**config.mk**
```make
export PLATFORM = sky130hd
export DESIGN_NAME = PageWalker
export DESIGN_NICKNAME = d
export VERILOG_FILES = /design/src/MmuTypes.sv /design/src/PageWalker.sv
export SDC_FILE = /design/constraint.sdc
export NUM_CORES = 1
export LEC_CHECK = 0
export ABC_AREA = 1
export BUFFER_PORTS_ARGS = -buffer_cell sky130_fd_sc_hd__buf_4
export CAP_MARGIN = 0
export CORE_AREA = 4 4 162 164
export CTS_BUF_LIST = sky130_fd_sc_hd__clkbuf_8 sky130_fd_sc_hd__clkbuf_16
export CTS_CLUSTER_SIZE = 14
export DETAILED_ROUTE_END_ITERATION = 6
export DIE_AREA = 0 0 166 168
export GPL_TIMING_DRIVEN = 0
export PLACE_DENSITY_LB_ADDON = 0.08
export SETUP_SLACK_MARGIN = 0.4
export SLEW_MARGIN = 10
export SYNTH_ARGS = -nofsm -noshare
export SYNTH_HDL_FRONTEND = slang
export SYNTH_SLANG_ARGS = --single-unit
```
**constraint.sdc**
```tcl
create_clock -name clk -period 2.91 [get_ports clk]
set_clock_uncertainty 0.2 [all_clocks]
set_input_delay 0.1455 -clock clk [delete_from_list [all_inputs] [get_ports clk]]
set_output_delay 0.1455 -clock clk [all_outputs]
set_load 0.01 [all_outputs]
```
**src/MmuTypes.sv**
```systemverilog
// Sv32 types shared by the MMU blocks. Only 32-bit word accesses are described
// The satp ASID field is carried but not used for tagging
package MmuTypes;

    typedef logic [31:0] vaddr_t;
    typedef logic [33:0] paddr_t;
    // VPN1 in [19:10], VPN0 in [9:0]
    typedef logic [19:0] vpn_t;
    // PPN1 in [21:10], PPN0 in [9:0]
    typedef logic [21:0] ppn_t;
    typedef logic [31:0] word_t;

    localparam int PteSize = 4;
    localparam int PageOffsetWidth = 12;

    typedef enum logic [1:0] {
        Load,
        Store,
        Fetch
    } AccessType;

    typedef struct packed {
        logic       MODE;
        logic [8:0] ASID;
        ppn_t       PPN;
    } SatpReg;

    typedef struct packed {
        logic [11:0] PPN1;
        logic [9:0]  PPN0;
        logic [1:0]  RSW;
        logic        D;
        logic        A;
        logic        G;
        logic        U;
        logic        X;
        logic        W;
        logic        R;
        logic        V;
    } PageTableEntry;

    typedef struct packed {
        logic dirty;
        logic user;
        logic execute;
        logic write;
        logic read;
    } TlbEntryFlags;

    typedef struct packed {
        logic         valid;
        logic         fault;
        ppn_t         pageNumber;
        TlbEntryFlags flags;
    } TlbEntry;

    typedef struct packed {
        AccessType accessType;
        vaddr_t    vaddr;
        word_t     wdata;
    } MmuRequest;

    typedef struct packed {
        word_t rdata;
        logic  fault;
    } MmuResponse;

endpackage

```
**src/PageWalker.sv**
```systemverilog
// Two-level Sv32 walk with A/D update; no misaligned-superpage check
// A/D are written back only when the leaf permits the access
`timescale 1ns/1ps

module PageWalker
    import MmuTypes::*;
#(
    parameter int LineWidth = 128,
    parameter int MemAddrWidth = 10
) (
    input  logic                    clk,
    input  logic                    rst,
    input  logic                    enable,
    input  vpn_t                    missPage,
    input  AccessType               missAccessType,
    input  SatpReg                  satp,
    output logic                    done,
    output logic                    tlbWriteEnable,
    output vpn_t                    tlbWriteKey,
    output TlbEntry                 tlbWriteValue,
    output logic [MemAddrWidth-1:0] memAddr,
    output logic                    memReadEnable,
    output logic                    memWriteEnable,
    output logic [LineWidth-1:0]    memWriteValue,
    input  logic                    memReadDone,
    input  logic                    memWriteDone,
    input  logic [LineWidth-1:0]    memReadValue
);
    localparam int PteWidth = $bits(PageTableEntry);
    localparam int PteIndexWidth = $clog2(LineWidth / PteWidth);
    localparam int PteOffsetWidth = $clog2(PteSize);
    localparam int LineOffsetWidth = $clog2(LineWidth / 8);

    typedef enum logic [3:0] {
        Idle,
        Read1,
        Decode1,
        Write1,
        Read0,
        Decode0,
        Write0,
        TlbWrite,
        TlbWriteFault
    } State;

    State state;
    logic levelOne;
    ppn_t tablePpn;
    paddr_t pteAddr;
    logic [PteIndexWidth-1:0] pteIndex;
    logic [LineWidth-1:0] line;
    PageTableEntry pte;
    PageTableEntry updatedPte;
    logic isLeaf;
    logic isFault;
    logic permitted;
    ppn_t fillPpn;
    TlbEntryFlags fillFlags;

    assign levelOne = state inside {Idle, Read1, Decode1, Write1};
    assign pteAddr = levelOne ?
        {satp.PPN, missPage[19:10], {PteOffsetWidth{1'b0}}} :
        {tablePpn, missPage[9:0], {PteOffsetWidth{1'b0}}};
    assign pteIndex = pteAddr[PteOffsetWidth +: PteIndexWidth];

    assign isLeaf = pte.R || pte.X;
    assign isFault = !pte.V || (pte.W && !pte.R);

    always_comb begin
        case (missAccessType)
            Load:    permitted = pte.R;
            Store:   permitted = pte.W;
            default: permitted = pte.X;
        endcase
        updatedPte = pte;
        updatedPte.A = 1'b1;
        updatedPte.D = pte.D || (missAccessType == Store && permitted);
    end

    always_ff @(posedge clk) begin
        if (rst) begin
            state <= Idle;
        end else begin
            case (state)
                Idle: begin
                    if (enable) begin
                        state <= Read1;
                    end
                end
                Read1: begin
                    if (memReadDone) begin
                        state <= Decode1;
                    end
                end
                Decode1: begin
                    if (isFault) begin
                        state <= TlbWriteFault;
                    end else if (!isLeaf) begin
                        state <= Read0;
                    end else begin
                        state <= permitted ? Write1 : TlbWrite;
                    end
                end
                Read0: begin
                    if (memReadDone) begin
                        state <= Decode0;
                    end
                end
                Decode0: begin
                    // A pointer at level 0 has no next level
                    if (isFault || !isLeaf) begin
                        state <= TlbWriteFault;
                    end else begin
                        state <= permitted ? Write0 : TlbWrite;
                    end
                end
                Write1, Write0: begin
                    if (memWriteDone) begin
                        state <= TlbWrite;
                    end
                end
                default: begin
                    state <= Idle;
                end
            endcase
        end
    end

    always_ff @(posedge clk) begin
        if (memReadDone) begin
            line <= memReadValue;
            pte <= memReadValue[pteIndex*PteWidth +: PteWidth];
        end
        if (state == Decode1) begin
            tablePpn <= {pte.PPN1, pte.PPN0};
            // Megapage keeps VPN0 as PPN0
            fillPpn <= {pte.PPN1, missPage[9:0]};
        end else if (state == Decode0) begin
            fillPpn <= {pte.PPN1, pte.PPN0};
        end
        if (state == Decode1 || state == Decode0) begin
            fillFlags.dirty <= updatedPte.D;
            fillFlags.user <= updatedPte.U;
            fillFlags.execute <= updatedPte.X;
            fillFlags.write <= updatedPte.W;
            fillFlags.read <= updatedPte.R;
        end
    end

    always_comb begin
        memWriteValue = line;
        memWriteValue[pteIndex*PteWidth +: PteWidth] = updatedPte;
    end

    assign memAddr = pteAddr[LineOffsetWidth +: MemAddrWidth];
    assign memReadEnable = state == Read1 || state == Read0;
    assign memWriteEnable = state == Write1 || state == Write0;

    assign done = state == TlbWrite || state == TlbWriteFault;
    assign tlbWriteEnable = done;
    assign tlbWriteKey = missPage;
    assign tlbWriteValue.valid = 1'b1;
    assign tlbWriteValue.fault = state == TlbWriteFault;
    assign tlbWriteValue.pageNumber = state == TlbWriteFault ? '0 : fillPpn;
    assign tlbWriteValue.flags = state == TlbWriteFault ? '0 : fillFlags;
endmodule

```
==> impl_metrics.json <==
{
  "ys_warn_count": 0,
  "min_path_type": "input pin to flop",
  "post-place-ws_ns": -0.616,
  "grt_pass1_wl_mm": 56.9,
  "vias_per_cell": 5.09,
  "ys_ff_latch": 192,
  "p_sw_share_pct": 36.6,
  "layout.cells.most_common": "buf_4",
  "wl_per_cell_um": 21.7,
  "power.leakage_nw": 7.03,
  "status": "finished, violations left",
  "critical_path.cell_chain": "inv_4, nand2_4, or2_4, o21ai_4, buf_12, buf_8, ha_2, nand3_2, clkbuf_8, o31ai_2, buf_4",
  "die_y_um": 168,
  "firstDrtPassIters": 5,
  "r2r-end": "state[2]$_SDFFE_PP0P_",
  "period_minus_slack_ns": 2.97,
  "required_ns": 2.56,
  "overflow": 0,
  "grt_max_degree": 88,
  "clk_pin_slew_ns": 0.07,
  "reg2reg_from": "state[2]$_SDFFE_PP0P_",
  "fin_nets": 1659,
  "cts_tree": "built",
  "ant_nets": 0,
  "core_um2": 24900,
  "grt_pass1_vias": 9376,
  "grt_use_total_pct": 27.0,
  "violations": "setup timing",
  "synthArstFlopShare_pct": 0,
  "io_pins": 378,
  "switchingPower_mw": 3.77,
  "clk_latency_ns": 0.44,
  "slew_headroom_pct": 58.9,
  "r2r_slack_ns": 0.63,
  "drv_slew": 0,
  "critPathKind": "flop to primary output",
  "worst_path_max_delay_cell": "dfxtp_4",
  "hold_end": "state[0]$_SDFFE_PP0P_",
  "crit_path_start_kind": "flop",
  "drtIter0Drc": 707,
  "p_int_mw": 6.53,
  "synth_edf_count": 188,
  "vdd.ir_drop.worst_uv": 442,
  "maxCapViolations": 0,
  "initial_core_util_pct": 37.5,
  "end_kind": "primary output",
  "htreeDepth": 4,
  "numCtsBuffers": 17,
  "power_frac_clock_pct": 22.1,
  "final_area_um2": 16200,
  "r2r_cells": 11,
  "synth_nets": 1109,
  "seq_area_frac_synth_pct": 61.3,
  "sequentialPowerShare_pct": 34.6,
  "drc": 0,
  "layout_setup_ws_ns": -0.0642,
  "cts.sinks": 192,
  "synth_top_area_cell": "edfxtp_1",
  "num_vias": 9212,
  "powerDensity_nw_per_um2": 638,
  "rsz0062_at_grt": "yes",
  "area_growth_syn_to_layout_pct": 72.9,
  "diodes": 0,
  "dp_hpwl_mm": 26.4,
  "syn_inst": 918,
  "cts_buffer_depth": 2,
  "grt_antenna_before_repair": 0,
  "clock_tree.root_cell": "clkbuf_16",
  "synth_cell_types": 31,
  "max_stage_delay_ns": 0.37,
  "period_share_pct": 102,
  "synth.top_cell.area_share_pct": 60.4,
  "row_count": 58,
  "nFillCells": 2067,
  "setup_viol": 55,
  "fmax_mhz": 336,
  "cp_max_fo": 10,
  "worstMarginPinSlew_ns": 0.616,
  "power_mw": 10.3,
  "ys_top_cells_by_area": "edfxtp_1 60%, nand2_1 7.6%, nor2_1 4.1%",
  "portBuffers": 346,
  "drive_above_1_share_pct": 41.9,
  "gp_congestion": 0.906,
  "wirelength_mm": 39.2,
  "dieWidth_um": 166,
  "finalHoldViolCount": 0,
  "combPwrFrac_pct": 43.2,
  "synth_ff_type": "edfxtp_1",
  "hold_depth": 7,
  "syn_area_um2": 9340,
  "dieArea_um2": 27900,
  "placed_area_um2": 12400,
  "arrival_ns": 2.63,
  "syn_avg_cell_area_um2": 10.2,
  "layout_common_cells": "352 x buf_4, 188 x nand2_1, 188 x edfxtp_1",
  "min_from": "missAccessType[1]"
}
-- how the worst max path moves through the flow --
stage	start	to	slack (ns)	depth (start not counted)
floorplan	state[3]$_SDFFE_PP0P_	memWriteValue[104]	0.42	9
detailed placement	state[3]$_SDFFE_PP0P_	memWriteValue[106]	-0.62	12
global placement	state[2]$_SDFFE_PP0P_	memWriteValue[106]	-0.61	12
finish	state[2]$_SDFFE_PP0P_	memWriteValue[55]	-0.06	11
CTS	state[2]$_SDFFE_PP0P_	memWriteValue[104]	-0.03	12
global route	state[2]$_SDFFE_PP0P_	memWriteValue[55]	-0.11	11
-- area by class of cell --
type | count | area [um2] | area share [%]
clock buffer | 17 | 425 | 2.63
inverter | 87 | 344 | 2.13
clock inverter | 14 | 126 | 0.782
sequential | 192 | 5730 | 35.5
tap | 330 | 413 | 2.56
timing repair buffer | 531 | 4750 | 29.4
buffer | 77 | 782 | 4.84
multi-input combinational | 562 | 3580 | 22.1
-- power by group through the flow --
| stage | clock (mW) | combinational [mW] | sequential [mW] |
|---|---|---|---|
| floorplan | 0 | 1.62 | 3.59 |
| global placement | 0 | 3.28 | 3.63 |
| detailed placement | 0 | 3.33 | 3.62 |
| CTS | 2.31 | 4.21 | 3.56 |
| global route | 2.40 | 4.73 | 3.60 |
| finish | 2.28 | 4.45 | 3.57 |
-- state kept, by name, indices dropped and copies added (netlist names) --
signal,count
pte,31
line,128
fillFlags,5
tablePpn,2
fillPpn,22
state,4
-- cell families after synthesis --
logic type,synth area share (%)
flip-flops,61.3
buffers and inverters,8.69
AO/OA/AOI/OAI,15.9
adder cells (fa/ha/maj),0.536
AND/OR/NAND/NOR,13.5
other,0.0401
-- metal layers --
| layer | wire length [um] | share of wire [%] | global-route usage [%] |
|---|---|---|---|
| met3 | 2970 | 7.6 | 4.86 |
| met2 | 19200 | 49 | 46.4 |
| met5 | 0 | 0 | 0 |
| met1 | 16000 | 41 | 34.6 |
| met4 | 1090 | 2.8 | 9.29 |
-- through the flow --
step	instances	hold slack, ns	TNS [ns]	utilization [%]
6_report	1810	0.0264	-1.14	64.9
5_1_grt	1810	0.0838	-7.20	64.9
4_1_cts	1801	0.00188	-0.245	63.1
3_5_place_dp	1596	0.125	-40.09	49.9
3_3_place_gp	1594	0.124	-37.02	49.6
2_1_floorplan	918	0.0146	0	-
-- worst max-delay path: cells and delay by family (launching register included) --
family,cells,cell delay [ns]
flops,1,0.37
compound gates,2,0.36
fa+ha+maj,1,0.23
buf+inv,5,0.74
simple gates,3,0.48
-- cell usage after synthesis (2+ instances only) --
library cell,instances
clkbuf_2,2
nand3_1,8
inv_1,80
dfxtp_1,4
nand2_2,7
nor2_2,2
clkbuf_1,20
o21ai_1,54
inv_2,6
buf_6,8
nand2_1,190
buf_4,30
buf_2,17
o21ai_2,30
edfxtp_1,188
or2_2,4
ha_1,4
o31ai_1,48
nor2_1,101
o22ai_1,31
o21ai_0,72
a21oi_1,3
-- repair_timing --
action                                  4_1_cts  5_1_grt
endpoints found under the setup margin      128      130
hold endpoints to repair                    174        2
pin swaps                                    31        7
gates resized for setup                     231       74
gates cloned                                  6        2
hold buffers                                143        1
setup buffers                                25        6
No activity file was read; power rests on OpenSTA's default activity.
