[config.mk]
export PLATFORM = sky130hd
export DESIGN_NAME = MemArbiter
export DESIGN_NICKNAME = d
export VERILOG_FILES = /design/src/MemArbiter.sv
export SDC_FILE = /design/constraint.sdc
export NUM_CORES = 1
export LEC_CHECK = 0
export ABC_AREA = 0
export BUFFER_PORTS_ARGS = -buffer_cell sky130_fd_sc_hd__buf_2
export CAP_MARGIN = 10
export CORE_AREA = 2 2 312 314
export DETAILED_ROUTE_END_ITERATION = 10
export DIE_AREA = 0 0 314 316
export PLACE_DENSITY = 0.31
export RECOVER_POWER = 100
export SLEW_MARGIN = 20
export SYNTH_ARGS = -nofsm -noshare
export SYNTH_HDL_FRONTEND = slang
export SYNTH_SLANG_ARGS = --single-unit
[constraint.sdc]
create_clock -name clk -period 2.9 [get_ports clk]
set_input_delay 0.87 -clock clk [delete_from_list [all_inputs] [get_ports clk]]
set_output_delay 0.87 -clock clk [all_outputs]
set_load 0.005 [all_outputs]
[src/MemArbiter.sv]
// Walker has priority; a grant is held until the owner drops its enable
`timescale 1ns/1ps

module MemArbiter #(
    parameter int LineWidth = 128,
    parameter int MemAddrWidth = 10
) (
    input  logic                    clk,
    input  logic                    rst,
    input  logic [MemAddrWidth-1:0] walkMemAddr,
    input  logic                    walkMemReadEnable,
    input  logic                    walkMemWriteEnable,
    input  logic [LineWidth-1:0]    walkMemWriteValue,
    output logic                    walkMemReadDone,
    output logic                    walkMemWriteDone,
    output logic [LineWidth-1:0]    walkMemReadValue,
    input  logic [MemAddrWidth-1:0] dataMemAddr,
    input  logic                    dataMemReadEnable,
    input  logic                    dataMemWriteEnable,
    input  logic [LineWidth-1:0]    dataMemWriteValue,
    output logic                    dataMemReadDone,
    output logic                    dataMemWriteDone,
    output logic [LineWidth-1:0]    dataMemReadValue,
    output logic [MemAddrWidth-1:0] memAddr,
    output logic                    memReadEnable,
    output logic                    memWriteEnable,
    output logic [LineWidth-1:0]    memWriteValue,
    input  logic                    memReadDone,
    input  logic                    memWriteDone,
    input  logic [LineWidth-1:0]    memReadValue
);
    logic owner;
    logic walkActive;
    logic dataActive;
    logic grantData;

    assign walkActive = walkMemReadEnable || walkMemWriteEnable;
    assign dataActive = dataMemReadEnable || dataMemWriteEnable;
    // Keep the current owner while it is busy, otherwise walker first
    assign grantData = (owner ? dataActive : walkActive) ? owner : !walkActive;

    always_ff @(posedge clk) begin
        if (rst) begin
            owner <= 1'b0;
        end else begin
            owner <= grantData;
        end
    end

    assign memAddr = grantData ? dataMemAddr : walkMemAddr;
    assign memReadEnable = grantData ? dataMemReadEnable : walkMemReadEnable;
    assign memWriteEnable = grantData ? dataMemWriteEnable : walkMemWriteEnable;
    assign memWriteValue = grantData ? dataMemWriteValue : walkMemWriteValue;

    assign walkMemReadDone = !grantData && memReadDone;
    assign walkMemWriteDone = !grantData && memWriteDone;
    assign dataMemReadDone = grantData && memReadDone;
    assign dataMemWriteDone = grantData && memWriteDone;
    assign walkMemReadValue = memReadValue;
    assign dataMemReadValue = memReadValue;
endmodule

==> results.md, run 1 <==
* Status: complete, but fails checks
* Failing checks: negative setup slack
* Post-route DRC at 0
* Synth cell types at 15
* Share of layout cells above drive strength 1 at 0.976
* Max_slew headroom at 0.796
* Synth Net Count at 838
* RSZ-0062 raised after global routing: yes
* Mapped Area at 0.00396 mm2
* Final period utilization at 1.06
* Initial DRC count at 44
* Biggest register: owner
* Layout Nets at 1039
* Pwr/cell area at 173 mW/mm2
* Vias post-DR at 3644
* Worst hold path class: register to register
* Fin. max-slew vios at 0
* Die area at 0.0992 mm2
* Die Ht at 316 um
* Fin area at 0.00712 mm2
* Reg2Reg Depth at 6
* Routed WL per cell at 11.5 um
* Total I/O pin count at 812
* Final setup violating endpoints at 121
* Initial antenna violation count at 11
* Row count at 114
* Final wirelength at 21900 um
* Yosys warning count at 0
* CP peak stage delay at 330 ps
* Static Leak at 3.34 nW
* Peak VDD IR at 0.0841 mV
* Critical path depth in cells at 8
* Final Hold Fails at 0
* Port buffer count at 427
* Kind of start point of the critical path: input port
* Fillers at 11200
* Clock latency on the worst-skew pair at 0 ps
* Critical path type: input port to output pin
* Final min period at 3070 ps
* Type of destination of the critical path: output pin
* Placed cells at 1886
* Dpl ws at -231 ps
* Hold depth at 6
* Max Fclk at 326 MHz
* Synthesized instance count at 426
* Clock transition at path regs at 0 ps
* PnR worst setup slack at -172 ps
* Vias in the first global route at 3771
* Max reg flops at 1
* Worst path bufs/invs at 5
* Core footprint at 0.0960 mm2
* Post-DP HPWL at 17800 um
* GRT Resource Usage Total at 0.0389
* DRT Pass-1 Iters at 4
* Final GP Congestion at 0.739
* Post-CTS Hold Buffers at 0
* Fin cells at 1905
* Critical Path RT at 2030 ps
* Sequential cell area fraction in the yosys report at 0.00506
* Initial Util at 0.0413
* Avg Cell Area, Syn at 9.30 um2
* GRT overflow at 0
* Slowest cell on the critical path: mux2_4
* First-pass GRT wire length at 27000 um
* Pin count of the biggest net entering global routing at 13
* Worst Path Arrival at 2200 ps
* Drt via density at 1.91
* Biggest regs: owner (1)
* Placement Cell Area at 0.00591 mm2
* Synthesis-stage register bit count at 1
* Syn-to-layout area delta at 79.7%
* Post-route ant nets at 0
* CP top delay family: buffers and inverters
* Slew @ Worst Pin at 305 ps
* Critical path cell sequence: buf_6, o21ai_2, o21a_4, buf_12, buf_16, buf_12, mux2_4, buf_6
* Die Wd at 314 um
* CP Max Fanout at 6
* Max-Cap Viols at 0
* Clk_skew at 0 ps
layer usage:
| metal | routed length, um | GRT usage |
|---|---|---|
| met5 | 53 | 0 |
| met4 | 370 | 0.00903 |
| met3 | 3740 | 0.0260 |
| met2 | 9840 | 0.0620 |
| met1 | 7910 | 0.0426 |
synthesized netlist by cell type (all sizes together):
library cell / number / area share
a21oi: 2 / 0.0025
a31oi: 2 / 0.0032
and2: 2 / 0.0032
buf: 272 / 0.52
dfxtp: 1 / 0.0051
inv: 2 / 0.0019
mux2: 138 / 0.45
nand2b: 2 / 0.0032
nor2: 1 / 0.00095
nor2b: 2 / 0.0032
o21a: 1 / 0.0019
o21ai: 1 / 0.0013
metrics by stage:
stage / util / power, mW / TNS [ps] / hold WS [ps]
6_report: 0.0742 / 1.23 / -12900 / 1010
5_1_grt: 0.0741 / 1.32 / -23690 / 1090
3_5_place_dp: 0.0616 / 0.892 / -21260 / 983
2_1_floorplan: - / 0.699 / 0 / 942
3_3_place_gp: 0.0616 / 0.902 / -23040 / 1010
4_1_cts: 0.0724 / 1.21 / -19550 / 972
worst reg2reg max path, cell delays in order (launching register included):
cell and delay [ps]:
dfxtp_1 370, o21ai_2 80, o21a_4 140, buf_4 140, buf_12 140, buf_8 130, nor2_1 70
cell type report:
class                      count  area, um2  share of cell area
sequential                     1       20.0             0.00281
antenna                        4       10.0             0.00141
inverter                       2       7.51             0.00105
timing repair buffer         471       3440               0.483
tap                         1276       1600               0.224
multi-input combinational    151       2050               0.288
layout by cell type (no fill, tap or decap):
cell       count
buf_2        329
mux2_4       106
buf_6        101
mux2_2        32
buf_8         15
buf_12        10
buf_4          8
diode_2        4
buf_16         4
and2_1         2
inv_1          2
nand2b_1       2
a21oi_1        2
a31oi_1        2
clkbuf_16      2
clkbuf_1       2
o21ai_2        1
o21a_4         1
nor2b_1        1
nor2b_4        1
nor2_1         1
dfxtp_1        1
kinds of logic (layout without fill, tap and decap cells):
family | Yosys count | after routing | synth area share
compound gates | 6 | 6 | 0.00885
buf+inv | 274 | 473 | 0.522
flops | 1 | 1 | 0.00506
mux | 138 | 138 | 0.454
other cells | 0 | 4 | 0
simple gates | 7 | 7 | 0.0104
repair_timing:
item,in CTS,in global routing
resized for setup,163,35
pin swaps,1,1
setup endpoints to repair,130,139
buffers inserted,8,4
gates cloned,6,2
final timing paths:
kind,from,to,slack (ps)
worst min-delay path,owner$_SDFF_PP0_,owner$_SDFF_PP0_,1010
worst max-delay path,dataMemReadEnable,memWriteValue[1],-170
worst max register to register,owner$_SDFF_PP0_,owner$_SDFF_PP0_,1770
worst min register to register,owner$_SDFF_PP0_,owner$_SDFF_PP0_,1010
power breakdown:
group          internal (mW)  switching (mW)
sequential            0.0149         0.00101
clock            0.000000188               0
combinational          0.805           0.410
Note: power is estimated with default switching activity, not from simulation.
==> run 2, diff against run 1 <==
ABC_AREA = 1   (was 0)
==> run 2 against run 1 <==
Against the previous run: the run now ends clean; die area unchanged; wire length increased by 120%; sequential power hardly changed; critical endpoint is now memWriteValue[2].
==> results.md, run 2 <==
* Multiplexer share of the synthesized area at 0 (-0.454)
* Max-Cap Viols at 0 (unchanged)
* GRT Resource Usage Total at 0.0882 (+0.0493)
* Mapped Area at 0.00397 mm2 (+0.13%)
* Final setup violating endpoints at 0 (-100%)
* Flop-to-flop setup slack at 1970 ps (+200 ps)
* Max Fclk at 348 MHz (+6.9%)
* Fin cells at 2182 (+15%)
* Sequential cell area at 20.0 um2 (unchanged)
* Cell mode on critical path: buf_2
* Die Ht at 316 um (unchanged)
* Vias in the first global route at 5181 (+37%)
* Dpl ws at -186 ps (+44.9 ps)
* Synth area leader: buf_4
* PnR worst setup slack at 25.4 ps (+197 ps)
* GRT overflow at 0 (unchanged)
* Synth Net Count at 1145 (+37%)
* Area share of fa/ha/maj cells after synthesis at 0 (unchanged)
* Die Wd at 314 um (unchanged)
* Vias post-DR at 5326 (+46%)
* DRT Pass-1 Iters at 4 (unchanged)
* Critical path cell sequence: buf_2, or2_4, buf_4, buf_12, nand3_1, nand2_1, buf_2
* Fin. max-slew vios at 0 (unchanged)
* Avg Cell Area, Syn at 5.41 um2 (-42%)
* Setup crit end: memWriteValue[2]
* Biggest register: owner
* Worst path bufs/invs at 4 (-1)
* Share of layout cells above drive strength 1 at 0.584 (-0.392)
* Fillers at 11500 (+2.4%)
* Peak VDD IR at 0.0473 mV (-44%)
* Kind of start point of the critical path: input port
* Main synth FF type: dfxtp_1
* Die area at 0.0992 mm2 (unchanged)
* Static Leak at 3.42 nW (+2.6%)
* Row count at 114 (unchanged)
* Final min period at 2870 ps (-197 ps)
* Post-synth top cells: nand2_1, buf_4, nand3_1
* RSZ-0062 raised after global routing: yes
* Synthesis-stage register bit count at 1 (unchanged)
* Initial antenna violation count at 51 (+40)
* WHS at 819 ps (-194 ps)
* Fin area at 0.00654 mm2 (-8.1%)
* Reg-to-reg endpoint: owner$_SDFF_PP0_
* Sequential cell area fraction in the yosys report at 0.00505 (-0.00000638)
* Port buffer count at 427 (unchanged)
* Drt via density at 2.44 (+28%)
* Worst r2r src: owner$_SDFF_PP0_
* Setup_tns at 0 ps (+12900 ps)
* Critical path depth in cells at 7 (-1)
* Routed WL per cell at 21.7 um (+89%)
* CP Max Fanout at 23 (+17)
* Worst hold path class: register to register
* Status: completed
* Syn-to-layout area delta at 64.9%
* Crit path launch: walkMemWriteEnable
* Final Hold Fails at 0 (unchanged)
* Post-Synth XOR/XNOR Area at 0 (unchanged)
* Worst Path Arrival at 2000 ps (-200 ps)
* EDFF count, synth at 0 (unchanged)
* Synth async-reset ratio at 0 (unchanged)
* Slew @ Worst Pin at 297 ps (-7.31 ps)
* Critical path type: input port to output pin
* Final GP Congestion at 0.722 (-2.3%)
* Simple-gate share of the synthesized area at 0.446 (+0.436)
* Dominant cell by count in the synthesized netlist: nand2_1
* Max reg flops at 1 (unchanged)
* Most frequent cells in the layout: buf_2, nand2_1, nand3_1
* Final period utilization at 0.991 (-0.0680)
* Clock latency on the worst-skew pair at 0 ps (unchanged)
* CP peak stage delay at 300 ps (-30 ps)
* Largest family of logic cells by synthesized area: buffers and inverters
* Initial Util at 0.0413 (+0.0000521)
* First-pass GRT wire length at 56700 um (+110%)
* Layout Nets at 1320 (+27%)
* Clock transition at path regs at 0 ps (unchanged)
* Yosys warning count at 0 (unchanged)
* Placement Cell Area at 0.00612 mm2 (+3.5%)
* Biggest regs: owner (1)
* Diodes inserted at 0 (-4)
* Pwr/cell area at 159 mW/mm2 (-7.9%)
* Top post-synthesis cells by area: buf_4, nand2_1, nand3_1
* Critical Path RT at 2030 ps (about the same)
* Post-route ant nets at 0 (unchanged)
* Post-synthesis compound-gate area fraction at 0.00600 (-0.00285)
* Post-route DRC at 0 (unchanged)
* Synthesized instance count at 733 (+72%)
* Total I/O pin count at 812 (unchanged)
* Max_slew headroom at 0.802 (+0.00582)
* Pin count of the biggest net entering global routing at 45 (+32)
* Commonest non-fill, non-tap cell in the layout: buf_2
* Post-DP HPWL at 43800 um (+150%)
* Slowest cell on the critical path: or2_4
* CP top delay family: buffers and inverters
* Final wirelength at 47400 um (+120%)
* Reg2Reg Depth at 4 (-2)
* Synth cell types at 13 (-2)
* Share of the synthesized area in the top cell type at 0.498 (+0.0126)
* Placed cells at 2174 (+15%)
* Initial DRC count at 142 (+220%)
* Clk_skew at 0 ps (unchanged)
* Core footprint at 0.0960 mm2 (unchanged)
* Multi-input gate area at 0.00209 mm2 (+2.1%)
* Total power draw at 1.04 mW (-15%)
* Type of destination of the critical path: output pin
* Post-layout util at 0.0681 (-0.00602)
==> run 2: changes by cell type in the layout (fill, tap and decap cells not counted), moves of 32 or more <==
cell / delta
mux2_2: -32
buf_6: -99
mux2_4: -106
nand3_1: +95
nand3_2: +39
buf_2: +95
nand2_1: +273
==> run 2: where the power goes <==
part           leakage (nW)  switching [mW]  total, mW  internal [mW]
Combinational          3.42           0.535       1.03          0.490
Clock                     0               0          0              0
Sequential          0.00827        0.000923     0.0158         0.0149
==> run 2: worst register-to-register path, stage by stage, from the launching register on <==
cell and delay (ps):
dfxtp_1 360, o21ai_4 90, buf_12 160, buf_8 140, a21oi_1 120
==> run 2: timing repair <==
action	CTS	global route
buffers inserted	3	3
hold buffers	0	0
pin swaps	0	18
gates resized for setup	20	51
cloned	0	3
setup endpoints to repair	16	47
==> run 2: worst min-delay path by stage <==
| stage | start | end | slack (ps) | cells after the start |
|---|---|---|---|---|
| after floorplan | owner$_SDFF_PP0_ | owner$_SDFF_PP0_ | 760 | 3 |
| after global placement | owner$_SDFF_PP0_ | owner$_SDFF_PP0_ | 900 | 4 |
| after detailed placement | owner$_SDFF_PP0_ | owner$_SDFF_PP0_ | 900 | 4 |
| after CTS | owner$_SDFF_PP0_ | owner$_SDFF_PP0_ | 860 | 4 |
| after global routing | owner$_SDFF_PP0_ | owner$_SDFF_PP0_ | 870 | 4 |
| final | owner$_SDFF_PP0_ | owner$_SDFF_PP0_ | 820 | 4 |
==> run 2: layer usage <==
metal,global-route usage,part of all wire,vias up
li1,-,-,2393
met1,0.101,0.38,2150
met2,0.141,0.44,622
met3,0.0498,0.15,157
met4,0.0225,0.038,4
met5,0,0.00059,-
==> run 2: final cells by class <==
type	count	area share
repair buffers	475	0.432
multi-input cells	428	0.319
well taps	1276	0.244
flip-flops and latches	1	0.00306
inverters	2	0.00115
==> run 2: cell families after synthesis <==
family          count (synthesis)
compound gates                  4
buf+inv                       304
flops                           1
simple gates                  424
