$ cat config.mk
export PLATFORM = sky130hd
export DESIGN_NAME = MmuAccessUnit
export DESIGN_NICKNAME = d
export VERILOG_FILES = /design/src/MmuTypes.sv /design/src/MmuAccessUnit.sv
export SDC_FILE = /design/constraint.sdc
export NUM_CORES = 1
export LEC_CHECK = 0
export ABC_CLOCK_PERIOD_IN_PS = 18200
export CORE_MARGIN = 2
export CORE_UTILIZATION = 30
export DETAILED_ROUTE_END_ITERATION = 7
export DONT_BUFFER_PORTS = 1
export GPL_TIMING_DRIVEN = 0
export HOLD_SLACK_MARGIN = 0.06
export PLACE_DENSITY = 0.49
export SYNTH_ARGS = -nofsm -noshare
export SYNTH_HDL_FRONTEND = slang
export SYNTH_SLANG_ARGS = --single-unit
$ cat constraint.sdc
create_clock -name clk -period 18.2 [get_ports clk]
set_input_delay 3.64 -clock clk [delete_from_list [all_inputs] [get_ports clk]]
set_output_delay 3.64 -clock clk [all_outputs]
set_load 0.005 [all_outputs]
$ cat src/MmuTypes.sv
// Sv32 types shared by the MMU blocks. Only 32-bit word accesses are described
// The satp ASID field is carried but not used for tagging
package MmuTypes;

    typedef logic [31:0] vaddr_t;
    typedef logic [33:0] paddr_t;
    // VPN1 in [19:10], VPN0 in [9:0]
    typedef logic [19:0] vpn_t;
    // PPN1 in [21:10], PPN0 in [9:0]
    typedef logic [21:0] ppn_t;
    typedef logic [31:0] word_t;

    localparam int PteSize = 4;
    localparam int PageOffsetWidth = 12;

    typedef enum logic [1:0] {
        Load,
        Store,
        Fetch
    } AccessType;

    typedef struct packed {
        logic       MODE;
        logic [8:0] ASID;
        ppn_t       PPN;
    } SatpReg;

    typedef struct packed {
        logic [11:0] PPN1;
        logic [9:0]  PPN0;
        logic [1:0]  RSW;
        logic        D;
        logic        A;
        logic        G;
        logic        U;
        logic        X;
        logic        W;
        logic        R;
        logic        V;
    } PageTableEntry;

    typedef struct packed {
        logic dirty;
        logic user;
        logic execute;
        logic write;
        logic read;
    } TlbEntryFlags;

    typedef struct packed {
        logic         valid;
        logic         fault;
        ppn_t         pageNumber;
        TlbEntryFlags flags;
    } TlbEntry;

    typedef struct packed {
        AccessType accessType;
        vaddr_t    vaddr;
        word_t     wdata;
    } MmuRequest;

    typedef struct packed {
        word_t rdata;
        logic  fault;
    } MmuResponse;

endpackage

$ cat src/MmuAccessUnit.sv
// Word-aligned accesses only; no U-bit or privilege checks
// Upper physical address bits beyond the memory are dropped
`timescale 1ns/1ps

module MmuAccessUnit
    import MmuTypes::*;
#(
    parameter int LineWidth = 128,
    parameter int MemAddrWidth = 10
) (
    input  logic                    clk,
    input  logic                    rst,
    input  logic                    reqValid,
    input  MmuRequest               req,
    output logic                    reqReady,
    output logic                    respValid,
    output MmuResponse              resp,
    input  SatpReg                  satp,
    output vpn_t                    lookupVpn,
    input  logic                    lookupHit,
    input  TlbEntry                 lookupEntry,
    output logic                    walkEnable,
    output vpn_t                    walkVpn,
    output AccessType               walkAccessType,
    input  logic                    walkDone,
    output logic [MemAddrWidth-1:0] memAddr,
    output logic                    memReadEnable,
    output logic                    memWriteEnable,
    output logic [LineWidth-1:0]    memWriteValue,
    input  logic                    memReadDone,
    input  logic                    memWriteDone,
    input  logic [LineWidth-1:0]    memReadValue
);
    localparam int WordWidth = $bits(word_t);
    localparam int WordIndexWidth = $clog2(LineWidth / WordWidth);
    localparam int LineOffsetWidth = $clog2(LineWidth / 8);

    typedef enum logic [2:0] {
        Idle,
        Lookup,
        Walk,
        Read,
        Write,
        Respond
    } State;

    State state;
    MmuRequest request;
    paddr_t paddr;
    logic [LineWidth-1:0] line;
    logic [LineWidth-1:0] mergedLine;
    word_t rdata;
    logic fault;
    logic [WordIndexWidth-1:0] wordIndex;
    logic isStore;
    logic permitted;

    assign isStore = request.accessType == Store;
    assign wordIndex = paddr[2 +: WordIndexWidth];

    always_comb begin
        case (request.accessType)
            Load:    permitted = lookupEntry.flags.read;
            Store:   permitted = lookupEntry.flags.write;
            default: permitted = lookupEntry.flags.execute;
        endcase
        mergedLine = memReadValue;
        mergedLine[wordIndex*WordWidth +: WordWidth] = request.wdata;
    end

    always_ff @(posedge clk) begin
        if (rst) begin
            state <= Idle;
        end else begin
            case (state)
                Idle: begin
                    if (reqValid) begin
                        request <= req;
                        paddr <= paddr_t'(req.vaddr);
                        rdata <= '0;
                        fault <= 1'b0;
                        state <= satp.MODE ? Lookup : Read;
                    end
                end
                Lookup: begin
                    // First store to a clean writable page walks again to set D
                    if (!lookupHit || (isStore && !lookupEntry.fault &&
                            lookupEntry.flags.write && !lookupEntry.flags.dirty)) begin
                        state <= Walk;
                    end else if (lookupEntry.fault || !permitted) begin
                        fault <= 1'b1;
                        state <= Respond;
                    end else begin
                        paddr <= {lookupEntry.pageNumber, request.vaddr[PageOffsetWidth-1:0]};
                        state <= Read;
                    end
                end
                Walk: begin
                    if (walkDone) begin
                        state <= Lookup;
                    end
                end
                Read: begin
                    if (memReadDone) begin
                        line <= mergedLine;
                        rdata <= memReadValue[wordIndex*WordWidth +: WordWidth];
                        state <= isStore ? Write : Respond;
                    end
                end
                Write: begin
                    if (memWriteDone) begin
                        state <= Respond;
                    end
                end
                default: begin
                    state <= Idle;
                end
            endcase
        end
    end

    assign reqReady = state == Idle;
    assign respValid = state == Respond;
    assign resp.rdata = rdata;
    assign resp.fault = fault;

    assign lookupVpn = request.vaddr[$bits(vaddr_t)-1:PageOffsetWidth];
    assign walkEnable = state == Walk;
    assign walkVpn = lookupVpn;
    assign walkAccessType = request.accessType;

    assign memAddr = paddr[LineOffsetWidth +: MemAddrWidth];
    assign memReadEnable = state == Read;
    assign memWriteEnable = state == Write;
    assign memWriteValue = line;
endmodule

==> results of run 1 <==
-- cells by family (layout without fill, tap and decap cells) --
| kind of cell | Yosys count | count (layout) |
|---|---|---|
| adder cells (fa/ha/maj) | 5 | 5 |
| flip-flops | 240 | 240 |
| buffers and inverters | 233 | 293 |
| multiplexers | 46 | 46 |
| other | 0 | 4 |
| AO/OA/AOI/OAI | 144 | 144 |
| AND/OR/NAND/NOR | 191 | 191 |
-- sequential cells by signal (all words and copies together) (netlist names) --
signal / count
fault: 1
walkAccessType: 2
request: 42
lookupVpn: 20
state: 3
memWriteValue: 128
rdata: 32
paddr: 12
-- Yosys cell counts (2+ instances only) --
master	count	area [sq um]
sky130_fd_sc_hd__mux2_2	13	146
sky130_fd_sc_hd__o21ai_0	108	541
sky130_fd_sc_hd__mux4_1	2	52.6
sky130_fd_sc_hd__nor2_1	5	18.8
sky130_fd_sc_hd__dfxtp_1	3	60.1
sky130_fd_sc_hd__nor2b_1	3	18.8
sky130_fd_sc_hd__buf_4	54	405
sky130_fd_sc_hd__a211oi_1	2	15.0
sky130_fd_sc_hd__a21oi_1	3	15.0
sky130_fd_sc_hd__mux4_2	30	676
sky130_fd_sc_hd__and3_1	32	200
sky130_fd_sc_hd__o21ai_1	24	120
sky130_fd_sc_hd__nand2b_1	2	12.5
sky130_fd_sc_hd__nand2_1	134	503
sky130_fd_sc_hd__clkbuf_1	21	78.8
sky130_fd_sc_hd__nor3_1	2	10.0
sky130_fd_sc_hd__inv_1	134	503
sky130_fd_sc_hd__edfxtp_1	237	7120
sky130_fd_sc_hd__buf_2	14	70.1
sky130_fd_sc_hd__nor4_1	2	12.5
sky130_fd_sc_hd__nor3b_1	3	22.5
sky130_fd_sc_hd__ha_1	5	62.6
sky130_fd_sc_hd__buf_6	8	90.1
-- cell type report --
class / count / area [sq um] / share of cell area (%)
multi-input cells: 386 / 2630 / 20.8
diodes: 4 / 10.0 / 0.0792
flip-flops and latches: 240 / 7180 / 56.8
clock buffers: 34 / 744 / 5.89
well taps: 461 / 577 / 4.56
plain buffers: 98 / 659 / 5.22
inverters: 135 / 509 / 4.03
clock inverters: 10 / 120 / 0.950
repair buffers: 16 / 216 / 1.71
-- worst register-to-register path, delay by kind of cell, from the launching register on --
family | cells | cell delay, ns
buf+inv | 5 | 1.59
simple gates | 2 | 0.41
flops | 1 | 0.38
fa+ha+maj | 1 | 0.37
compound gates | 1 | 0.14
-- final timing paths --
path | endpoint | slack (ns) | start | cells past startpoint
worst max-delay path | walkEnable | 12.65 | state[1] | 3
worst min-delay path | paddr[7] | 0.54 | request[39] | 1
worst max register to register | memWriteValue[6] | 15.11 | paddr[3] | 9
worst min register to register | paddr[7] | 0.54 | request[39] | 1
-- report_power, final --
part | total (mW) | switching, mW | internal, mW
clock | 0.549 | 0.222 | 0.327
sequential | 0.703 | 0.0290 | 0.674
combinational | 0.243 | 0.152 | 0.0912
-- layer usage --
metal	part of all wire [%]	global-route usage, %	wire length, microns
met2	49	32.1	18000
met5	0	0	0
met3	11	7.15	3910
met1	36	20.8	13300
met4	3.8	7.55	1400
==> run summary, run 1 <==
After legalization and detailed placement, the total HPWL measured 26.4 mm. The critical path in this run is classified as reg -> out. In this run the cell area of the synthesized design comes to 11000 sq um. The post-route fraction of the period consumed by the critical path was 30.5%. The run gives 0.55 ns as the worst-skew pair later-pin latency. The horizontal die dimension was 195 microns; the slew at the pin closest to its max-slew limit was 0.859 ns. For the global-route wire length before repair, the log shows 50.7 mm. In the final timing run, aggregate negative setup slack is 0 ns.

The filler cell count in the final layout came out at 3524. The worst setup path is launched from a flip-flop. The hold violation count in the final report is 0. The routed design has 36.7 mm of wire. The tools report the maximum clock frequency as 0.180 GHz. Dividing the detail-routed wire length by the instance count gives 26.5 microns. The class of the tightest hold or removal check was reg -> reg. For this design the top-level I/O count stands at 480. In this run, placement finished with an instance count of 1336.

The worst slew margin relative to its limit was 42.8%. The most common library cell in the layout ignoring fill and taps was sky130_fd_sc_hd__edfxtp_1. The logs give 38100 sq um for the area of the die and 0 for the total of max-cap violations. The share of the Yosys chip area taken by registers is 65.5%.

The die boundary height is 195 microns. TritonCTS built the clock tree. The maximum buffer depth of the clock tree came out at 3.

Leaving out fill and tap cells, the most frequent cells in the layout are sky130_fd_sc_hd__edfxtp_1, sky130_fd_sc_hd__inv_1, sky130_fd_sc_hd__nand2_1. The flow ran to the end, and the final reports show no timing, DRC or antenna violations. The clock arrives with 0.00710 ns of skew. The final cell area excluding filler cells was 12600 sq um; the worst hold margin was 0.544 ns. The portion of netlist area occupied by mux cells is 8.08%, and the time the final worst path needs with I/O delays and setup is 5.55 ns. The via count of the first global-routing pass is 7015. The combined buffer and inverter count along the critical path works out to 2. Synthesis produced a netlist whose cell count is 859. For this block, the initial DRC count from the detailed router was 324. The tools report the post-cts hold buffer count as 0.

The post-synthesis register bit count is 240, and the synthesized area per cell is 12.8 sq um. The number of unique standard cell types used by synthesis was 41. Counting flops with an async set or reset pin after synthesis yields a share of 0%. Clock-pin slew was measured on the worst setup and hold paths at 0.06 ns.

In this design, the stage delay of the slowest critical-path cell is 0.49 ns. Global routing used 18.7% of the available tracks across all layers. The worst path meets setup with 12.65 ns of slack. In this run the worst path has a maximum fanout of 10. Number of setup buffers added after CTS: 0. The congestion estimate from routability-driven global placement came to 0.799.

OpenSTA, run right after detailed placement, puts the worst setup slack at 12.55 ns. For the arrival time of data at the critical path endpoint, the log shows 1.91 ns. The kind of end point of the critical path was a primary output. The effective utilization at floorplan was 30.6%; the final net count was 1172. For this run, design rule violations remaining after detail routing come to 0. Total via count in the routed design: 6777. The synthesized netlist devotes 8.24% of its cell area to simple gates. The tree built by TritonCTS fans out to 240 sinks.

In this design, the largest share of critical-path delay is due to buffers and inverters. Cell with the largest stage delay on the worst path: sky130_fd_sc_hd__clkbuf_1. Yosys mapped a number of flops with a built-in enable equal to 237. The tools report the number of antenna violations at the first check in global routing as 4. The final number of max-transition violations is 0, and the placeable core region is 35700 sq um.

Walking the worst path, the cells encountered are buf_4 -> clkbuf_1 -> nor3b_1. At the end of the flow the core is filled with cells to 35.4%. The pin count of the biggest net entering global routing is 43. Combinational family with the most area after synthesis: buffers and inverters.

The fraction of final layout cells sized beyond drive strength 1 was 19.9%; the area share of xor/xnor cells in the synthesized design was 0%. The first TritonRoute pass finished after 5 iterations. The number of vias per cell is 4.90.

The analysis attributes to cell leakage a power of 4.72 nW. IR analysis of the VDD net gives a maximum drop of 0.0653 mV. The run gives 0 as the global-route congestion overflow total. The floorplan has 69 rows. Setup violations remaining at the end of the flow were counted as 0. The adder and majority gate portion of the synthesized area works out to 0.571%. Data on the critical path is required at its endpoint by 14.56 ns. The total of cells resized after clock tree synthesis came out at 0.

The H-tree depth is 1, and the number of warning messages in the yosys log is 0. Post-synth net total: 1126. Clock tree synthesis inserted a total of 28 buffers. Once layout is complete, the cells apart from fillers number 1384. The count of buffers added on input and output ports is 0. Setup repair after global routing left no endpoint under its margin. The tools report the overall power of the completed layout as 1.50 mW. Relative to the synthesized area, the layout overhead comes to 15.4%. Dividing total power by cell area gives a power density of 118 nW/um^2. The tools report the number of routed nets with antenna violations as 0.

The total cell area at the placement stage was 11800 sq um. The tools report the CTS root buffer as sky130_fd_sc_hd__clkbuf_16. The share of the synthesized area in compound gates (AO/OA/AOI/OAI) came out at 6.93%. For this run, the leading register cell type out of synthesis is sky130_fd_sc_hd__edfxtp_1.
Power figures use the tool's default switching activity.
==> run 2, diff against run 1 <==
Settings changed: ABC_CLOCK_PERIOD_IN_PS 18200 to 5500.
Clock period 18.2 ns to 5.5 ns, I/O delays scaled along.
==> run 2 against run 1 <==
  * Via count shrank 0.21%
  * Critical endpoint is now memWriteValue[36]
  * Critical path depth grew 6
  * Highest routed layer is now met5
  * Hold slack gained 0.0047 ns
  * Register-to-register slack lost 13 ns
  * Sequential share of layout area is essentially flat
==> run summary, run 2 (same netlist as run 1, synthesis figures left out) <==
The global-route congestion overflow total is 0 (unchanged), and the number of cells on the worst hold path is 1 (unchanged). The most common library cell in the layout ignoring fill and taps was sky130_fd_sc_hd__edfxtp_1 (unchanged). The run gives 2.41 ns (was 12.65 ns) as the smallest setup slack after layout.

The setup TNS was 0 ns (unchanged); the number of cells in the finished layout apart from fillers was 1381 (was 1384). Setup repair after global routing left no endpoint under its margin. The tools report the worst setup path endpoint as memWriteValue[36] (was walkEnable). The largest stage delay on the critical path was 0.42 ns (was 0.49 ns); the total via count in the routed design was 6763 (was 6777). The critical path's top delay family is buffers and inverters (unchanged).

The tools report the filler cell count in the final layout as 3484 (was 3524). The post-cts hold buffer count was 0 (unchanged); the violation count after the first detailed-routing iteration was 409 (was 324). The worst-skew pair later-pin latency was 0.55 ns (about the same); the number of cells traversed by the worst register-to-register path was 9 (unchanged). The combined buffer and inverter count along the critical path was 4 (was 2). The clock buffer count from CTS is 28 (unchanged), and the global-route usage over all layers is 18.7% (about the same). Class of the tightest hold or removal check: reg -> reg (unchanged). Cell row count: 69 (unchanged). The flow ran to the end, and the final reports show no timing, DRC or antenna violations. CTS root buffer: sky130_fd_sc_hd__clkbuf_16 (unchanged). The tools report the number of setup buffers added after CTS as 0 (unchanged).

Commonest non-fill, non-tap cells in the layout: sky130_fd_sc_hd__edfxtp_1, sky130_fd_sc_hd__inv_1, sky130_fd_sc_hd__nand2_1 (unchanged). The leakage power figure was 4.72 nW (about the same); the peak supply drop was 0.230 mV (was 0.0653 mV). The run gives 31.9% (was 42.8%) as the worst slew margin relative to its limit. The die boundary height came out at 195 microns (unchanged). The area of the die came out at 38100 sq um (unchanged). The critical register-to-register path startpoint was paddr[3] (unchanged).

The tools report the post-placement worst setup slack as 2.34 ns (was 12.55 ns). For the total of max-cap violations, the log shows 0 (unchanged). The total of cells resized after clock tree synthesis was 0 (unchanged). The maximum clock frequency was 0.324 GHz; the worst path required time was 5.83 ns (was 14.56 ns).

The layout overhead on the synthesized area was 15.4% (about the same); the clock sink count was 240 (unchanged). The tools report the post-placement cell count as 1332 (was 1336). The wire length after detailed routing came out at 36.8 mm (was 36.7 mm). TritonCTS built the clock tree.

The storage element area was 7180 sq um (unchanged); the horizontal die dimension was 195 microns (unchanged). The logs give 0 (unchanged) for the final number of max-transition violations and 2630 sq um (about the same) for the footprint of the multi-input gates. The worst setup skew after layout was 0.00802 ns (was 0.00710 ns); the maximum buffer depth of the clock tree was 3 (unchanged). The time the final worst path needs with I/O delays and setup is 3.09 ns. The slew at the pin closest to its max-slew limit works out to 1.02 ns (was 0.859 ns). The tools report the total DRC errors in the routed layout as 0 (unchanged). The number of top-level pins is 480 (unchanged).

The internal reg-to-reg setup slack came out at 2.41 ns (was 15.11 ns). The number of flip-flops under the largest register name is 128 (unchanged), and the average detailed-routed wire length per instance is 26.7 microns (was 26.5 microns). Clock transition at the register clock pins on the worst setup and hold paths after CTS: 0.06 ns (about the same). The final HPWL from detailed placement is 26.5 mm (was 26.4 mm), and the post-route fraction of the period consumed by the critical path is 56.2%. Cell with the largest stage delay on the worst path: sky130_fd_sc_hd__clkbuf_1 (unchanged). The tools report the arrival time of data at the critical path endpoint as 3.42 ns (was 1.91 ns).

The global-route wire length before repair came out at 51.0 mm (was 50.7 mm). Cell-by-cell trace of the critical path: clkbuf_1 -> buf_2 -> inv_1 -> ha_1 -> nand2_1 -> nor3_2 -> buf_2 -> nand2_1 -> o21ai_0 (was buf_4 -> clkbuf_1 -> nor3b_1). The H-tree depth is 1 (unchanged), and the overall power of the completed layout is 4.97 mW (was 1.50 mW). The first-pass detailed-route iteration total came out at 5 (unchanged).

The power density normalized to cell area came out at 393 nW/um^2 (was 118 nW/um^2). The number of vias per cell came out at 4.90 (about the same). The hold violation count in the final report is 0 (unchanged), and the number of I/O port buffers is 0 (unchanged). Launching element of the worst setup path: paddr[3] (was state[1]). The path type of the worst setup path is reg -> reg (was reg -> out).

The run gives 43 (unchanged) as the pin count of the biggest net entering global routing. The tools report the element type at the critical path start as a flip-flop (unchanged). The number of routed nets with antenna violations was 0 (unchanged); the global placer's final weighted congestion was 0.812 (was 0.799). Kind of end point of the critical path: a flip-flop (was a primary output).

The terminus of the critical flop-to-flop path was memWriteValue[36] (was memWriteValue[6]). The final net count came out at 1168 (was 1172). The placeable core region came out at 35700 sq um (unchanged).

The critical-path maximum fanout is 10 (unchanged), and the via count of the first global-routing pass is 7020 (was 7015). The effective utilization at floorplan came out at 30.6% (unchanged). The fraction of final layout cells sized beyond drive strength 1 is 19.8% (was 19.9%), and the fraction of the core area covered by cells at the end of the flow is 35.4% (about the same).

For the count of final setup violators, the log shows 0 (unchanged). The number of antenna violations at the first check in global routing was 2 (was 4). The count of cell instances traversed by the critical path was 9 (was 3).
[run 2: cell count changes in the layout (fill, tap and decap cells not counted)]
cell,previous run,this run
sky130_fd_sc_hd__clkinv_1,4,6
sky130_fd_sc_hd__clkinv_2,3,5
sky130_fd_sc_hd__clkbuf_1,26,25
sky130_fd_sc_hd__buf_8,3,8
sky130_fd_sc_hd__buf_16,2,3
sky130_fd_sc_hd__diode_2,4,1
sky130_fd_sc_hd__clkinvlp_4,0,1
sky130_fd_sc_hd__buf_6,19,8
sky130_fd_sc_hd__buf_4,55,56
sky130_fd_sc_hd__nor3b_4,1,2
sky130_fd_sc_hd__nor3b_2,1,0
[run 2: how the worst min path moves through the flow]
stage / startpoint / endpoint / slack, ns
final: request[40] / paddr[8] / 0.55
after CTS: request[36] / paddr[4] / 0.55
after global placement: request[37] / paddr[5] / 0.53
after detailed placement: request[40] / paddr[8] / 0.54
after floorplan: request[42] / paddr[10] / 0.52
after global routing: request[40] / paddr[8] / 0.57
[run 2: metal layers]
layer,GRT usage [%],routed length [microns],vias up,part of all wire [%]
li1,-,-,3023,-
met1,21.9,14200,3303,39
met2,32.5,18200,365,49
met3,6.60,3420,70,9.3
met4,5.40,1030,2,2.8
met5,0,15,-,0.041
[run 2: stage by stage]
step	instance area, sq um	hold slack [ns]
after global routing	12600	0.574
after floorplan	11000	0.523
after detailed placement	11800	0.537
after global placement	11500	0.528
after CTS	12600	0.550
final	12600	0.549
[run 2: worst register-to-register path: stages, from the launching register on]
cell and delay [ns]:
sky130_fd_sc_hd__edfxtp_1 0.39, sky130_fd_sc_hd__clkbuf_1 0.42, sky130_fd_sc_hd__buf_2 0.42, sky130_fd_sc_hd__inv_1 0.14, sky130_fd_sc_hd__ha_1 0.40, sky130_fd_sc_hd__nand2_1 0.08, sky130_fd_sc_hd__nor3_2 0.38, sky130_fd_sc_hd__buf_2 0.39
sky130_fd_sc_hd__nand2_1 0.08, sky130_fd_sc_hd__o21ai_0 0.16
[run 2: area by class of cell]
class,count,share of cell area (%)
Sequential cell,240,56.8
Multi-Input combinational cell,386,20.8
Clock buffer,33,5.86
Buffer,98,5.21
Tap cell,461,4.56
Inverter,135,4.03
Timing Repair Buffer,12,1.60
Clock inverter,15,1.15
Antenna cell,1,0.0198
[run 2: power breakdown]
group	internal (mW)	switching (mW)	total, mW	leakage (nW)
clock	1.09	0.749	1.84	0.434
combinational	0.303	0.500	0.803	2.09
sequential	2.23	0.0971	2.33	2.20
total	3.62	1.35	4.97	4.72
==> run 3, diff against run 2 <==
Settings changed: ABC_CLOCK_PERIOD_IN_PS 5500 to 2900.
Clock period 5.5 ns to 2.9 ns, I/O delays scaled along.
==> run 3 against run 2 <==
  * Sequential share of layout area about the same
  * Hold slack worse by 0.43 ns
  * Clock power up 86%
  * Highest routed layer is now met4
==> run summary, run 3 (same netlist as run 1, synthesis figures left out) <==
The flow ran to the end, and the final reports show no timing, DRC or antenna violations. The H-tree depth came out at 1 (unchanged). The run gives 38100 sq um (unchanged) as the area of the die. The time the final worst path needs with I/O delays and setup is 2.66 ns (was 3.09 ns).

The highest signal layer in the routed design is met4 (was met5). The run gives 31.3% (was 31.9%) as the worst slew margin relative to its limit. Number of cells on the worst hold path: 0 (was 1). The number of I/O port buffers was 0 (unchanged); the violation count after the first detailed-routing iteration was 382 (was 409). Footprint of the multi-input gates: 2650 sq um (was 2630 sq um). For the overall power of the completed layout, the log shows 9.38 mW (was 4.97 mW). The run gives 0 (unchanged) as the total DRC errors in the routed layout. Average detailed-routed wire length per instance: 26.8 microns (was 26.7 microns). The fraction of final layout cells sized beyond drive strength 1 was 19.9% (was 19.8%). The class of the tightest hold or removal check is in -> reg (was reg -> reg). The number of top-level pins was 480 (unchanged); the final HPWL from detailed placement was 26.3 mm (was 26.5 mm).

The global-route wire length before repair is 51.5 mm (was 51.0 mm), and the number of antenna violations at the first check in global routing is 1 (was 2). The path type of the worst setup path is reg -> reg (unchanged). The element type at the critical path start is a flip-flop (unchanged).

The worst path required time was 3.21 ns (was 5.83 ns); the largest stage delay on the critical path was 0.39 ns (was 0.42 ns). The worst setup skew after layout was 0.0155 ns (was 0.00802 ns). The slew at the pin closest to its max-slew limit was 1.03 ns (was 1.02 ns). The cell with the largest stage delay on the worst path was sky130_fd_sc_hd__ha_1 (was sky130_fd_sc_hd__clkbuf_1). First-pass detailed-route iteration total: 5 (unchanged). The peak supply drop is 0.449 mV (was 0.230 mV), and the cell row count is 69 (unchanged). Commonest non-fill, non-tap cells in the layout: sky130_fd_sc_hd__edfxtp_1, sky130_fd_sc_hd__inv_1, sky130_fd_sc_hd__nand2_1 (unchanged). For the effective utilization at floorplan, the log shows 30.6% (unchanged). The run gives 3.59 mm (was 3.42 mm) as the met3 routed wirelength. The critical path's top delay family is buffers and inverters (unchanged).

Power density normalized to cell area: 741 nW/um^2 (was 393 nW/um^2). Cell-by-cell trace of the critical path: clkbuf_2 -> clkbuf_4 -> inv_1 -> ha_1 -> nand2_1 -> nor3_4 -> buf_4 -> nand2_1 -> o21ai_0 (was clkbuf_1 -> buf_2 -> inv_1 -> ha_1 -> nand2_1 -> nor3_2 -> buf_2 -> nand2_1 -> o21ai_0). The logs give 0 (unchanged) for the final number of max-transition violations and 14.1 mm (was 14.2 mm) for the wire length on met1. The most prevalent standard cell on the critical path is sky130_fd_sc_hd__nand2_1. For the total of max-cap violations, the log shows 0 (unchanged).

The critical-path maximum fanout was 10 (unchanged); the maximum buffer depth of the clock tree was 3 (unchanged). The run gives 37.0 mm (was 36.8 mm) as the wire length after detailed routing. Setup repair after global routing left no endpoint under its margin. The length of routed met2 wiring was 18.5 mm (was 18.2 mm); the clock sink count was 240 (unchanged). The hold violation count in the final report came out at 0 (unchanged). The horizontal die dimension is 195 microns (unchanged).

The leakage power figure is 4.71 nW (was 4.72 nW). The count of cell instances traversed by the critical path came out at 9 (unchanged). The global-route usage over all layers is 18.8% (was 18.7%), and the die boundary height is 195 microns (unchanged).

The placeable core region came out at 35700 sq um (unchanged). The filler cell count in the final layout was 3555 (was 3484). The layout overhead on the synthesized area was 15.5% (was 15.4%).

The number of cells traversed by the worst register-to-register path was 9 (unchanged); the maximum clock frequency was 0.375 GHz (was 0.324 GHz). Global placer's final weighted congestion: 0.843 (was 0.812). TritonCTS built the clock tree. For the post-cts hold buffer count, the log shows 0 (unchanged). The worst hold margin came out at 0.118 ns (was 0.549 ns). Most common library cell in the layout ignoring fill and taps: sky130_fd_sc_hd__edfxtp_1 (unchanged). The run gives 2.97 ns (was 3.42 ns) as the arrival time of data at the critical path endpoint.

The tools report the clock buffer count from CTS as 28 (unchanged). The clock transition at the register clock pins on the worst setup and hold paths after CTS is 0.06 ns (about the same). The run gives 0 (unchanged) as the global-route congestion overflow total.

The combined buffer and inverter count along the critical path is 4 (unchanged), and the number of routed nets with antenna violations is 0 (unchanged). The via count of the first global-routing pass was 7007 (was 7020). The CTS root buffer was sky130_fd_sc_hd__clkbuf_16 (unchanged). The number of flip-flops under the largest register name was 128 (unchanged); the number of setup buffers added after CTS was 0 (unchanged).

The final net count was 1166 (was 1168). The kind of end point of the critical path was a flip-flop (unchanged). The run gives 6761 (was 6763) as the total via count in the routed design. Number of vias per cell: 4.89 (was 4.90). Worst-skew pair later-pin latency: 0.55 ns (about the same). The pin count of the biggest net entering global routing is 41 (was 43), and the count of final setup violators is 0 (unchanged). The post-route fraction of the period consumed by the critical path works out to 91.9% (was 56.2%). Storage element area: 7180 sq um (unchanged).
[run 3: cell count changes in the layout (fill, tap and decap cells not counted), sizes merged]
cell      change
bufinv        -1
clkinvlp      +1
clkinv        -3
diode         +1
clkbuf        +7
buf           -4
[run 3: path summary, 6_finish.rpt]
| check | start | slack (ns) | to |
|---|---|---|---|
| worst max-delay path | paddr[3] | 0.24 | memWriteValue[85] |
| worst min-delay path | req[11] | 0.12 | request[11] |
| worst max register to register | paddr[3] | 0.24 | memWriteValue[85] |
| worst min register to register | request[43] | 0.54 | paddr[11] |
[run 3: timing repair]
item                                    CTS  global route
endpoints found under the hold margin     0             0
pin swaps                                 0             0
endpoints found under the setup margin  120            52
cloned                                    0             0
resized for setup                         3             2
[run 3: through the flow]
step           setup TNS, ns  area (sq um)  std cells  util [%]  setup slack, ns
2_1_floorplan        -192.18         11000        859         -            -1.50
3_3_place_gp         -562.04         11600       1320      32.4            -3.55
3_5_place_dp           -9.18         11800       1330      32.9           -0.225
4_1_cts                    0         12600       1380      35.4           0.0616
5_1_grt                    0         12600       1380      35.4           0.0124
6_report                   0         12600       1382      35.4            0.236
[run 3: routing by layer]
metal / track usage [%] / up-vias
met5: 0 / -
met4: 4.92 / 0
met3: 7.01 / 55
met2: 32.5 / 370
met1: 22.1 / 3304
li1: - / 3032
[run 3: power by group]
part           total (mW)  switching [mW]  internal (mW)
clock                3.43            1.43           2.00
combinational        1.53           0.956          0.578
sequential           4.42           0.184           4.23
[run 3: layout make-up]
| type | count | share of cell area [%] |
|---|---|---|
| Antenna cell | 2 | 0.0396 |
| Buffer | 98 | 5.45 |
| Clock buffer | 38 | 6.01 |
| Clock inverter | 12 | 0.871 |
| Inverter | 135 | 4.03 |
| Multi-Input combinational cell | 386 | 20.9 |
| Sequential cell | 240 | 56.7 |
| Tap cell | 461 | 4.56 |
| Timing Repair Buffer | 10 | 1.37 |
